### src/logic/fir_consts.svh
`ifndef FIR_CONSTS_SVH
`define FIR_CONSTS_SVH

// number of taps, the datapath is tied to four
`define FIR_NTAPS 4

// sample and output format S(8,7)
`define FIR_NB_DATA  8
`define FIR_NBF_DATA 7

// coefficient format S(8,7)
`define FIR_NB_COEF  8
`define FIR_NBF_COEF 7

// product S(16,14), sum with two guard bits for four terms
`define FIR_NB_PROD 16
`define FIR_NB_ACC  18

// reset coefficients [-1, 1/2, -1/4, 1/8]
`define FIR_COEF0_RST 8'h80
`define FIR_COEF1_RST 8'h40
`define FIR_COEF2_RST 8'hE0
`define FIR_COEF3_RST 8'h10

`endif
### src/logic/fir_pkg.sv
`default_nettype none

`include "fir_consts.svh"

package fir_pkg;

  // sample in, result out
  typedef logic signed [`FIR_NB_DATA-1:0] sample_t;

  // filter coefficient
  typedef logic signed [`FIR_NB_COEF-1:0] coef_t;

  // full precision tap product
  typedef logic signed [`FIR_NB_PROD-1:0] prod_t;

  // sum of all products incl. guard bits
  typedef logic signed [`FIR_NB_ACC-1:0] acc_t;

  // coefficient index
  typedef logic [$clog2(`FIR_NTAPS)-1:0] coef_addr_t;

  // control FSM
  typedef enum logic [1:0] {
    CTRL_RUN   = 2'd0,
    CTRL_DRAIN = 2'd1,
    CTRL_LOAD  = 2'd2
  } ctrl_state_e;

endpackage

`default_nettype wire

### src/logic/fir_ctl_if.sv
`timescale 1ns/1ps
`default_nettype none

interface fir_ctl_if
  import fir_pkg::*;
();

  // tap line advances by one sample
  logic       shift_en;
  // product register loads
  logic       mul_en;
  // output register loads
  logic       out_en;

  // single coefficient write
  logic       coef_we;
  coef_addr_t coef_addr;
  coef_t      coef_data;

  // control side drives everything
  modport ctrl (
    output shift_en,
    output mul_en,
    output out_en,
    output coef_we,
    output coef_addr,
    output coef_data
  );

  modport tap (input shift_en);

  modport mac (input mul_en, input out_en);

  modport coef (input coef_we, input coef_addr, input coef_data);

endinterface

`default_nettype wire

### src/logic/fir_top.sv
`timescale 1ns/1ps
`default_nettype none

`include "fir_consts.svh"

module fir_top
  import fir_pkg::*;
(
  input  wire          clk,
  input  wire          i_srst,

  // sample input
  input  sample_t      i_in_data,
  input  wire          i_in_valid,
  output logic         o_in_ready,

  // filtered output with saturation flag
  output sample_t      o_out_data,
  output logic         o_out_sat,
  output logic         o_out_valid,
  input  wire          i_out_ready,

  // coefficient write
  input  coef_addr_t   i_coef_addr,
  input  coef_t        i_coef_data,
  input  wire          i_coef_valid,
  output logic         o_coef_ready
);

  // taps and coefficients into the MAC
  sample_t taps  [0:`FIR_NTAPS-1];
  coef_t   coefs [0:`FIR_NTAPS-1];

  // enables and write strobe from control
  fir_ctl_if u_ctl_if ();

  fir_ctrl u_ctrl (
    .clk          (clk),
    .i_srst       (i_srst),
    .i_in_valid   (i_in_valid),
    .i_out_ready  (i_out_ready),
    .i_coef_valid (i_coef_valid),
    .i_coef_addr  (i_coef_addr),
    .i_coef_data  (i_coef_data),
    .o_in_ready   (o_in_ready),
    .o_out_valid  (o_out_valid),
    .o_coef_ready (o_coef_ready),
    .ctl          (u_ctl_if.ctrl)
  );

  fir_coeff_bank u_coeff_bank (
    .clk    (clk),
    .i_srst (i_srst),
    .ctl    (u_ctl_if.coef),
    .o_coef (coefs)
  );

  fir_tap_line u_tap_line (
    .clk    (clk),
    .i_srst (i_srst),
    .i_data (i_in_data),
    .ctl    (u_ctl_if.tap),
    .o_taps (taps)
  );

  fir_mac u_mac (
    .clk    (clk),
    .i_srst (i_srst),
    .i_taps (taps),
    .i_coef (coefs),
    .ctl    (u_ctl_if.mac),
    .o_data (o_out_data),
    .o_sat  (o_out_sat)
  );

endmodule

`default_nettype wire

### src/logic/fir_ctrl.sv
`timescale 1ns/1ps
`default_nettype none

module fir_ctrl
  import fir_pkg::*;
(
  input  wire          clk,
  input  wire          i_srst,
  input  wire          i_in_valid,
  input  wire          i_out_ready,
  input  wire          i_coef_valid,
  input  coef_addr_t   i_coef_addr,
  input  coef_t        i_coef_data,
  output logic         o_in_ready,
  output logic         o_out_valid,
  output logic         o_coef_ready,
  fir_ctl_if.ctrl      ctl
);

  ctrl_state_e state_q;
  ctrl_state_e state_d;

  // taps hold a sample not yet multiplied
  logic tap_vld_q;
  // product register holds a result
  logic prod_vld_q;
  // output register holds a result not yet taken
  logic out_vld_q;

  logic stall;
  logic adv;
  logic accept;
  logic empty;

  // the only stall condition in the design
  // full output with no taker freezes every stage
  assign stall = out_vld_q && !i_out_ready;
  assign adv   = !stall;
  assign empty = !tap_vld_q && !prod_vld_q && !out_vld_q;

  // samples only in RUN and only with no write waiting
  assign o_in_ready = (state_q == CTRL_RUN) && !i_coef_valid && adv;
  assign accept     = o_in_ready && i_in_valid;

  // stage enables, each stage loads only when it gets data
  assign ctl.shift_en = accept;
  assign ctl.mul_en   = adv && tap_vld_q;
  assign ctl.out_en   = adv && prod_vld_q;

  // write strobe only once the pipe is empty
  assign o_coef_ready  = (state_q == CTRL_LOAD);
  assign ctl.coef_we   = o_coef_ready && i_coef_valid;
  assign ctl.coef_addr = i_coef_addr;
  assign ctl.coef_data = i_coef_data;

  assign o_out_valid = out_vld_q;

  // occupancy moves one stage per advance
  always_ff @(posedge clk) begin
    if (i_srst) begin
      tap_vld_q  <= 1'b0;
      prod_vld_q <= 1'b0;
      out_vld_q  <= 1'b0;
    end else if (adv) begin
      tap_vld_q  <= accept;
      prod_vld_q <= tap_vld_q;
      out_vld_q  <= prod_vld_q;
    end
  end

  // write sequencing
  always_comb begin
    state_d = state_q;
    case (state_q)
      CTRL_RUN: begin
        if (i_coef_valid) begin
          state_d = CTRL_DRAIN;
        end
      end
      CTRL_DRAIN: begin
        // let in-flight samples finish with the old set
        if (empty) begin
          state_d = CTRL_LOAD;
        end
      end
      CTRL_LOAD: begin
        state_d = CTRL_RUN;
      end
      default: begin
        state_d = CTRL_RUN;
      end
    endcase
  end

  always_ff @(posedge clk) begin
    if (i_srst) begin
      state_q <= CTRL_RUN;
    end else begin
      state_q <= state_d;
    end
  end

  // a write must never meet a sample in flight
  a_load_empty: assert property (
    @(posedge clk) disable iff (i_srst)
    $rose(o_coef_ready) |-> empty
  );

  // back-pressure at the ports freezes input, taps, products and output alike
  a_stall_freeze: assert property (
    @(posedge clk) disable iff (i_srst)
    (o_out_valid && !i_out_ready) |->
      !(o_in_ready || ctl.shift_en || ctl.mul_en || ctl.out_en)
  );

endmodule

`default_nettype wire

### src/logic/fir_mac.sv
`timescale 1ns/1ps
`default_nettype none

`include "fir_consts.svh"

module fir_mac
  import fir_pkg::*;
(
  input  wire          clk,
  input  wire          i_srst,
  input  sample_t      i_taps [0:`FIR_NTAPS-1],
  input  coef_t        i_coef [0:`FIR_NTAPS-1],
  fir_ctl_if.mac       ctl,
  output sample_t      o_data,
  output logic         o_sat
);

  // product fraction bits, 7 + 7
  localparam int NBF_PROD = `FIR_NBF_DATA + `FIR_NBF_COEF;
  // sum bits that land in the output, 14 down to 7
  localparam int KEEP_MSB = NBF_PROD + (`FIR_NB_DATA - `FIR_NBF_DATA) - 1;
  localparam int KEEP_LSB = NBF_PROD - `FIR_NBF_DATA;
  // guard slice incl. the kept sign bit
  localparam int NB_GUARD = `FIR_NB_ACC - KEEP_MSB;

  prod_t                 prod_q [0:`FIR_NTAPS-1];
  acc_t                  sum;
  logic [NB_GUARD-1:0]   guard;
  logic                  ovf;
  sample_t               res;
  sample_t               data_q;
  logic                  sat_q;

  // product stage
  // full precision, S(16,14)
  always_ff @(posedge clk) begin
    if (ctl.mul_en) begin
      for (int k = 0; k < `FIR_NTAPS; k++) begin
        prod_q[k] <= prod_t'(i_taps[k]) * prod_t'(i_coef[k]);
      end
    end
  end

  // adder chain on sign-extended products
  // two guard bits cover four terms, so no overflow here
  always_comb begin
    sum = '0;
    for (int k = 0; k < `FIR_NTAPS; k++) begin
      sum = sum + acc_t'(prod_q[k]);
    end
  end

  // saturate to S(8,7)
  // in range only if the guard bits all copy the kept sign
  always_comb begin
    guard = sum[`FIR_NB_ACC-1:KEEP_MSB];
    ovf   = !((&guard) || (~|guard));
    if (!ovf) begin
      // plain truncation, lower fraction bits dropped
      res = sum[KEEP_MSB:KEEP_LSB];
    end else if (sum[`FIR_NB_ACC-1]) begin
      // most negative
      res = {1'b1, {(`FIR_NB_DATA-1){1'b0}}};
    end else begin
      // most positive
      res = {1'b0, {(`FIR_NB_DATA-1){1'b1}}};
    end
  end

  // output stage, flag travels with its sample
  always_ff @(posedge clk) begin
    if (i_srst) begin
      data_q <= '0;
      sat_q  <= 1'b0;
    end else if (ctl.out_en) begin
      data_q <= res;
      sat_q  <= ovf;
    end
  end

  assign o_data = data_q;
  assign o_sat  = sat_q;

endmodule

`default_nettype wire

### src/logic/fir_tap_line.sv
`timescale 1ns/1ps
`default_nettype none

`include "fir_consts.svh"

module fir_tap_line
  import fir_pkg::*;
(
  input  wire          clk,
  input  wire          i_srst,
  input  sample_t      i_data,
  fir_ctl_if.tap       ctl,
  output sample_t      o_taps [0:`FIR_NTAPS-1]
);

  // tap 0 is the sample accepted last, tap 3 the oldest
  sample_t taps_q [0:`FIR_NTAPS-1];

  // history starts at zero after reset
  // shift only on an accepted sample, hold otherwise
  always_ff @(posedge clk) begin
    if (i_srst) begin
      for (int k = 0; k < `FIR_NTAPS; k++) begin
        taps_q[k] <= '0;
      end
    end else if (ctl.shift_en) begin
      taps_q[0] <= i_data;
      for (int k = 1; k < `FIR_NTAPS; k++) begin
        taps_q[k] <= taps_q[k-1];
      end
    end
  end

  // products read all four taps in parallel
  assign o_taps = taps_q;

endmodule

`default_nettype wire

### src/logic/fir_coeff_bank.sv
`timescale 1ns/1ps
`default_nettype none

`include "fir_consts.svh"

module fir_coeff_bank
  import fir_pkg::*;
(
  input  wire          clk,
  input  wire          i_srst,
  fir_ctl_if.coef      ctl,
  output coef_t        o_coef [0:`FIR_NTAPS-1]
);

  // power-up set, index 0 multiplies the newest sample
  localparam coef_t RST_VAL [0:`FIR_NTAPS-1] = '{
    `FIR_COEF0_RST,
    `FIR_COEF1_RST,
    `FIR_COEF2_RST,
    `FIR_COEF3_RST
  };

  coef_t coef_q [0:`FIR_NTAPS-1];

  // one register per tap
  // only the addressed one takes the new value
  always_ff @(posedge clk) begin
    if (i_srst) begin
      for (int k = 0; k < `FIR_NTAPS; k++) begin
        coef_q[k] <= RST_VAL[k];
      end
    end else if (ctl.coef_we) begin
      coef_q[ctl.coef_addr] <= ctl.coef_data;
    end
  end

  assign o_coef = coef_q;

  // an X index would corrupt an unknown register
  a_addr_known: assert property (
    @(posedge clk) disable iff (i_srst)
    ctl.coef_we |-> !$isunknown(ctl.coef_addr)
  );

endmodule

`default_nettype wire

### config.mk
export PLATFORM = sky130hd
export DESIGN_NAME = fir_top
export DESIGN_NICKNAME = d
export VERILOG_FILES = /design/src/logic/fir_pkg.sv /design/src/logic/fir_ctl_if.sv /design/src/logic/fir_top.sv /design/src/logic/fir_ctrl.sv /design/src/logic/fir_mac.sv /design/src/logic/fir_tap_line.sv /design/src/logic/fir_coeff_bank.sv
export VERILOG_INCLUDE_DIRS = /design/src /design/src/logic
export SDC_FILE = /design/constraint.sdc
export NUM_CORES = 1
export LEC_CHECK = 0
export CAP_MARGIN = 15
export CORE_MARGIN = 4
export CORE_UTILIZATION = 50
export DETAILED_ROUTE_END_ITERATION = 10
export DONT_BUFFER_PORTS = 1
export GPL_ROUTABILITY_DRIVEN = 0
export PLACE_DENSITY_LB_ADDON = 0.08
export SLEW_MARGIN = 10
export SYNTH_ARGS = -nofsm -noshare
export SYNTH_HDL_FRONTEND = slang
export SYNTH_SLANG_ARGS = --single-unit
export TNS_END_PERCENT = 10
### constraint.sdc
create_clock -name clk -period 6.1 [get_ports clk]
set_clock_uncertainty 0.1 [all_clocks]
set_input_delay 1.525 -clock clk [delete_from_list [all_inputs] [get_ports clk]]
set_output_delay 1.525 -clock clk [all_outputs]
set_load 0.01 [all_outputs]
==> results of run 1 <==
synth_stat cells (all sizes together), types with 2 or more instances:
| library cell | instances |
|---|---|
| inv | 418 |
| fa | 252 |
| and2 | 164 |
| nand2 | 153 |
| ha | 131 |
| dfxtp | 78 |
| nor2 | 69 |
| edfxtp | 64 |
| xnor2 | 58 |
| a21oi | 50 |
| clkbuf | 44 |
| nor2b | 38 |
| mux2i | 25 |
| o21ai | 19 |
| nor3 | 17 |
| a21boi | 13 |
| nand2b | 13 |
| a21o | 11 |
| or3 | 11 |
| nor4 | 9 |
| nand3 | 8 |
| xor2 | 8 |
| a211o | 7 |
| a211oi | 7 |
| a31oi | 7 |
| o311a | 7 |
| and3 | 6 |
| mux2 | 4 |
| or2 | 4 |
| buf | 3 |
| a2111oi | 2 |
| a311oi | 2 |
| a41oi | 2 |
| nand4 | 2 |
| o211ai | 2 |
| o21a | 2 |
| o311ai | 2 |
| or4 | 2 |
worst max-delay path by stage:
| stage | from | endpoint | slack, ns | cells past startpoint |
|---|---|---|---|---|
| floorplan | i_out_ready | u_mac.prod_q[0][0] | 1.01 | 2 |
| global placement | u_tap_line.o_taps[30] | u_mac.prod_q[0][14] | 1.28 | 17 |
| detailed placement | u_tap_line.o_taps[30] | u_mac.prod_q[0][14] | 1.18 | 17 |
| CTS | u_tap_line.o_taps[29] | u_mac.prod_q[0][14] | 1.16 | 17 |
| global route | u_tap_line.o_taps[27] | u_mac.prod_q[0][14] | 0.79 | 17 |
| finish | u_tap_line.o_taps[29] | u_mac.prod_q[0][14] | 1.19 | 17 |
final cells by class:
class	instances	area, um^2	share of cell area
multi-input cells	1118	11100	0.643
flip-flops and latches	142	3480	0.201
inverters	418	1570	0.0906
well taps	435	544	0.0314
clock buffers	19	443	0.0256
clock inverters	13	113	0.00650
repair buffers	5	37.5	0.00217
power breakdown:
part | switching (uW) | internal (uW) | total [uW]
Clock | 430 | 572 | 1000
Combinational | 206 | 154 | 360
Sequential | 26.6 | 1020 | 1050
per-layer routing:
metal	share of wire	track usage
met2	0.46	0.341
met1	0.46	0.283
met3	0.050	0.0419
met5	0	0
met4	0.028	0.0636
through the flow:
step	hold WS (ns)	utilization	cells	setup slack (ns)
global placement	0.360	0.526	2118	1.28
CTS	0.381	0.543	2150	1.16
finish	0.376	0.543	2150	1.19
floorplan	0.337	-	1725	1.01
global route	0.401	0.543	2150	0.794
detailed placement	0.372	0.526	2118	1.18
layout by cell type, fill, tap and decap left out, types with 3 or more instances in the layout:
cell type / n
inv_1: 418
fa_1: 252
and2_1: 164
nand2_1: 153
ha_1: 131
dfxtp_1: 78
nor2_1: 69
edfxtp_1: 64
xnor2_1: 58
a21oi_1: 48
nor2b_1: 37
mux2i_1: 25
o21ai_0: 19
clkbuf_16: 17
nor3_1: 15
nand2b_1: 13
a21boi_0: 12
a21o_1: 10
or3_1: 9
nor4_1: 9
nand3_1: 8
xor2_1: 8
a31oi_1: 7
o311a_1: 7
a211o_1: 7
a211oi_1: 7
and3_1: 5
buf_4: 5
mux2_2: 4
or2_2: 4
clkinvlp_4: 3
clkinv_2: 3
inv_4: 3
critical path: cells and delay by family, from the launching register on:
| kind | cells | cell delay, ns |
|---|---|---|
| AOI/OAI and AO/OA | 6 | 0.91 |
| adders and majority gates | 5 | 2.31 |
| buffers and inverters | 4 | 0.20 |
| DFF | 1 | 0.41 |
| and+or+nand+nor | 2 | 0.83 |
cell families after synthesis:
| family | after synthesis | share of synthesized area |
|---|---|---|
| adder cells (fa/ha/maj) | 383 | 0.409 |
| XOR/XNOR | 66 | 0.0353 |
| flip-flops | 142 | 0.213 |
| AND/OR/NAND/NOR | 500 | 0.158 |
| buffers and inverters | 465 | 0.107 |
| multiplexers | 29 | 0.0180 |
| AO/OA/AOI/OAI | 140 | 0.0600 |
flip-flops by register name, indices dropped and copies added, names as in the netlist:
name	count
u_ctrl.tap_vld_q	1
u_mac.o_sat	1
u_ctrl.o_out_valid	1
u_mac.o_data	8
u_mac.prod_q	64
u_ctrl.prod_vld_q	1
u_tap_line.o_taps	32
u_ctrl.state_q	2
u_coeff_bank.o_coef	32
==> impl_metrics.py, run 1 <==
metrics = {
    "clocking": {
        "cts_root_buffer": "clkbuf_16",
        "htree_levels": 4,
        "numClockSinks": 142,
        "hold_buffers": 0,
        "cts_resized": 0,
        "insertion_delay_ns": 0.44,
        "cts_buffers": 17,
        "cts.clk_slew.worst_paths_ns": 0.06,
        "postCtsSetupRepairBufs": 0,
        "tritoncts": "done",
        "cts.path.max_buffers": 2,
    },
    "setup_path": {
        "reg2reg_slack_ns": 1.19,
        "startpoint_type": "flop",
        "crit_fanout": 10,
        "r2r_start": "u_tap_line.o_taps[29]",
        "cp.required_ns": 6.27,
        "crit_arrival_ns": 5.09,
        "r2r_cells": 17,
        "crit_slowest_cell": "or4b_2",
        "path_class": "flop to flop",
        "path_cells": "and2_1 > fa_1 > inv_1 > fa_1 > inv_1 > fa_1 > inv_1 > fa_1 > inv_1 > ha_1 > o21ai_0 > a21boi_0 > o21ai_0 > a21boi_0 > o21ai_0 > or4b_2 > o211ai_1",
        "cp-end-kind": "flop",
        "r2r_end": "u_mac.prod_q[0][14]",
        "max_stage_delay_ns": 0.60,
    },
    "detailed_routing": {
        "drt_wl_total_um": 34400,
        "drt_iter0_markers": 484,
        "drc": 0,
        "routed_via_density": 4.98,
        "num_vias": 10700,
        "dr.pass1.iters": 5,
        "wire_per_inst_um": 16.0,
        "drtAntennaViolNets": 0,
    },
    "synthesis": {
        "seq_area_frac_synth": 0.213,
        "yosysTopAreaCell": "fa_1",
        "synth.distinct_cells": 63,
        "synthFlopType": "dfxtp_1",
        "ys_top_cells_by_area": "fa_1, edfxtp_1, ha_1",
        "syn_inst": 1725,
        "synth_top_area_share": 0.308,
        "synth_fp_nets": 2131,
        "ys_warn_count": 0,
        "ys_ff_latch": 142,
        "synth_edf_count": 64,
        "synth_async_sr_flop_share": 0,
        "synth_area_mm2": 0.0164,
        "syn-mean-instance-area_um2": 9.49,
    },
    "finish": {
        "area_delta_synth_final_pct": 5.85,
        "fillCellCount": 3000,
        "final_nets": 2108,
        "antenna_cells": 0,
        "drive_above_1_share": 0.0362,
        "finalInstanceArea_mm2": 0.0173,
    },
    "timing": {
        "relSlewSlack": 0.258,
        "setup_viol_count_final": 0,
        "fmax_mhz": 203,
        "period_minus_slack_ns": 4.91,
        "rsz0062_at_grt": "false",
        "finalSetupTns_ns": 0,
        "maxSlewViolCount": 0,
        "finalHoldViolations": 0,
        "fin_crit_sh": 0.806,
        "worst_pin_slew_ns": 1.11,
    },
    "grt": {
        "grt_pass1_wl_um": 58700,
        "antenna_found_initial": 0,
        "grt_max_degree": 79,
        "grt_pass1_vias": 11600,
        "grt.overflow.total": 0,
        "grt.total_usage": 0.208,
    },
    "placement": {
        "placed_area_mm2": 0.0168,
        "port_buffers": 0,
        "post-dp-hpwl_um": 28300,
    },
    "floorplan": {
        "chipWidth_um": 189,
        "fp.coreArea_mm2": 0.0319,
        "die-area_mm2": 0.0357,
        "die_height_um": 189,
        "rows": 65,
        "initial_core_util": 0.513,
        "ioPinCount": 35,
    },
    "job": {
        "cap_violations": 0,
    },
    "power": {
        "power_leakage_uw": 0.00835,
        "vdd_drop_max_mv": 0.208,
        "total_power_uw": 2410,
        "p_per_area_mw_per_mm2": 139,
    },
    "worst_hold_path": {
        "hold_class": "flop to flop",
        "whs_endpoint": "u_ctrl.state_q[0]",
        "hold_depth": 1,
        "hp-start": "u_ctrl.state_q[1]",
    },
    "status": {
        "status": "complete, no violations",
    },
}
No activity file was read; power rests on OpenSTA's default activity.
==> run 2, diff against run 1 <==
Clock period 6.1 ns to 4.1 ns, I/O delays scaled along.
==> run 2 against run 1 <==
The flow now finishes with violations (setup timing). Cell count is 11% higher. Wire length rose by 8.5%. Largest cell class unchanged. Combinational power rose by 83%.
==> impl_metrics.py, run 2 (synthesis gave the netlist of run 1 again) <==
metrics = {
    "finish": {
        "fillCellCount": 2817,
        "antenna_cells": 0,
        "final_cell_mix": "inv_1, fa_1, buf_4",
        "drive_above_1_share": 0.215,
        "final_nets": 2352,
        "final_cells": 2394,
        "area_delta_synth_final_pct": 20.1,
        "top_register": "u_mac.prod_q",
        "finalInstanceArea_mm2": 0.0197,
        "largest_reg_flops": 64,
        "layout_commonest_cell": "inv_1",
    },
    "grt": {
        "grt_pass1_wl_um": 62700,
        "antenna_found_initial": 0,
        "grt_max_degree": 79,
        "grt.total_usage": 0.221,
        "grt_pass1_vias": 12500,
        "grt.overflow.total": 0,
    },
    "setup_path": {
        "path_cells": "and2_4 > fa_1 > inv_1 > fa_1 > inv_2 > fa_1 > inv_2 > fa_1 > inv_2 > ha_4 > o21ai_4 > a21boi_4 > o21ai_2 > buf_4 > a21boi_2 > o21ai_2 > or4b_4 > o211ai_1",
        "r2r_end": "u_mac.prod_q[0][14]",
        "cp-end-kind": "flop",
        "cp.required_ns": 4.26,
        "reg2reg_slack_ns": -0.38,
        "r2r_cells": 18,
        "crit_slowest_cell": "fa_1",
        "path_class": "flop to flop",
        "r2r_start": "u_coeff_bank.o_coef[28]",
        "crit_top_cell": "fa_1",
        "crit_fanout": 3,
        "startpoint_type": "flop",
        "crit_arrival_ns": 4.64,
        "max_stage_delay_ns": 0.54,
    },
    "clocking": {
        "cts.clk_slew.worst_paths_ns": 0.07,
        "cts_root_buffer": "clkbuf_16",
        "insertion_delay_ns": 0.43,
        "numClockSinks": 142,
        "tritoncts": "done",
        "cts_buffers": 17,
        "hold_buffers": 0,
        "htree_levels": 4,
        "cts.path.max_buffers": 2,
    },
    "detailed_routing": {
        "wire_per_inst_um": 15.6,
        "drt_wl_total_um": 37300,
        "dr.pass1.iters": 5,
        "drc": 0,
        "drt_iter0_markers": 435,
        "num_vias": 11700,
        "routed_via_density": 4.87,
        "drtAntennaViolNets": 0,
    },
    "timing": {
        "fmax_mhz": 223,
        "finalHoldViolations": 0,
        "rsz0062_at_grt": "true",
        "fin_ws_ns": -0.381,
        "hold_slack_ns": 0.382,
        "worst_pin_slew_ns": 1.06,
        "setup_viol_count_final": 22,
        "maxSlewViolCount": 0,
        "relSlewSlack": 0.290,
        "period_minus_slack_ns": 4.48,
        "fin_crit_sh": 1.09,
    },
    "job": {
        "cap_violations": 0,
    },
    "floorplan": {
        "ioPinCount": 35,
        "initial_core_util": 0.513,
        "die_height_um": 189,
        "die-area_mm2": 0.0357,
        "chipWidth_um": 189,
        "rows": 65,
        "fp.coreArea_mm2": 0.0319,
    },
    "power": {
        "vdd_drop_max_mv": 0.303,
        "internal_power_uw": 2650,
        "p_per_area_mw_per_mm2": 190,
        "swShare": 0.288,
        "total_power_uw": 3720,
        "combPwrFrac": 0.177,
        "power_leakage_uw": 0.00967,
        "power_switching_uw": 1070,
        "p_clk_frac": 0.410,
        "seqPwrFrac": 0.414,
    },
    "worst_hold_path": {
        "whs_endpoint": "u_ctrl.tap_vld_q",
        "hold_class": "flop to flop",
        "hold_depth": 2,
        "hp-start": "u_ctrl.tap_vld_q",
    },
    "placement": {
        "placedCellCount": 2345,
        "post-dp-hpwl_um": 30700,
        "pre_cts_ws_ns": -0.620,
        "placed_area_mm2": 0.0185,
        "port_buffers": 0,
    },
    "status": {
        "status": "finished, violations left",
        "violations": "setup timing",
    },
}
[run 2: cell types whose count changed in the layout (fill, tap and decap cells not counted), moves of 13 or more]
cell	previous run	this run
dfxtp_1	78	49
buf_4	5	240
dfxtp_2	0	21
o21ai_0	19	5
ha_1	131	118
[run 2: cell type report]
| cell class | instances | area, um^2 | area share |
|---|---|---|---|
| Multi-Input combinational cell | 1118 | 11500 | 0.586 |
| Clock buffer | 18 | 450 | 0.0229 |
| Inverter | 418 | 1570 | 0.0798 |
| Clock inverter | 14 | 116 | 0.00592 |
| Tap cell | 435 | 544 | 0.0277 |
| Timing Repair Buffer | 249 | 1910 | 0.0973 |
| Sequential cell | 142 | 3540 | 0.180 |
[run 2: how the worst max path moves through the flow]
stage	depth (start not counted)	start	slack [ns]	to
floorplan	18	u_tap_line.o_taps[30]	-0.49	u_mac.prod_q[0][14]
detailed placement	17	u_tap_line.o_taps[5]	-0.62	u_mac.prod_q[3][14]
global route	18	u_tap_line.o_taps[26]	-0.50	u_mac.prod_q[0][14]
global placement	17	u_coeff_bank.o_coef[0]	-0.55	u_mac.prod_q[3][14]
CTS	17	u_coeff_bank.o_coef[18]	-0.37	u_mac.prod_q[1][15]
finish	18	u_coeff_bank.o_coef[28]	-0.38	u_mac.prod_q[0][14]
[run 2: worst max-delay path: cells and delay by family (launching register included)]
family,cells,cell delay [ns]
AOI/OAI and AO/OA,6,0.58
and+or+nand+nor,2,0.62
DFF,1,0.34
buffers and inverters,5,0.32
adders and majority gates,5,2.34
[run 2: layer usage]
| layer | share of wire | wire (um) | track usage |
|---|---|---|---|
| met3 | 0.037 | 1380 | 0.0317 |
| met1 | 0.47 | 17400 | 0.304 |
| met2 | 0.49 | 18100 | 0.379 |
| met4 | 0.011 | 426 | 0.0415 |
| met5 | 0 | 0 | 0 |
[run 2: metrics by stage]
step	TNS [ns]	utilization
2_1_floorplan	-3.54	-
3_3_place_gp	-7.29	0.580
3_5_place_dp	-8.60	0.580
4_1_cts	-4.89	0.605
5_1_grt	-8.89	0.616
6_report	-4.23	0.616
[run 2: power groups by stage]
stage	combinational (uW)	clock (uW)	sequential (uW)
5_1_grt	735	1620	1540
6_report	658	1530	1540
3_3_place_gp	620	0	1570
4_1_cts	647	1560	1540
3_5_place_dp	629	0	1580
2_1_floorplan	464	0	1560
[run 2: repair_timing]
action	CTS	global route
resized for setup	70	90
pin swaps	29	43
endpoints found under the setup margin	26	34
setup buffers	12	7
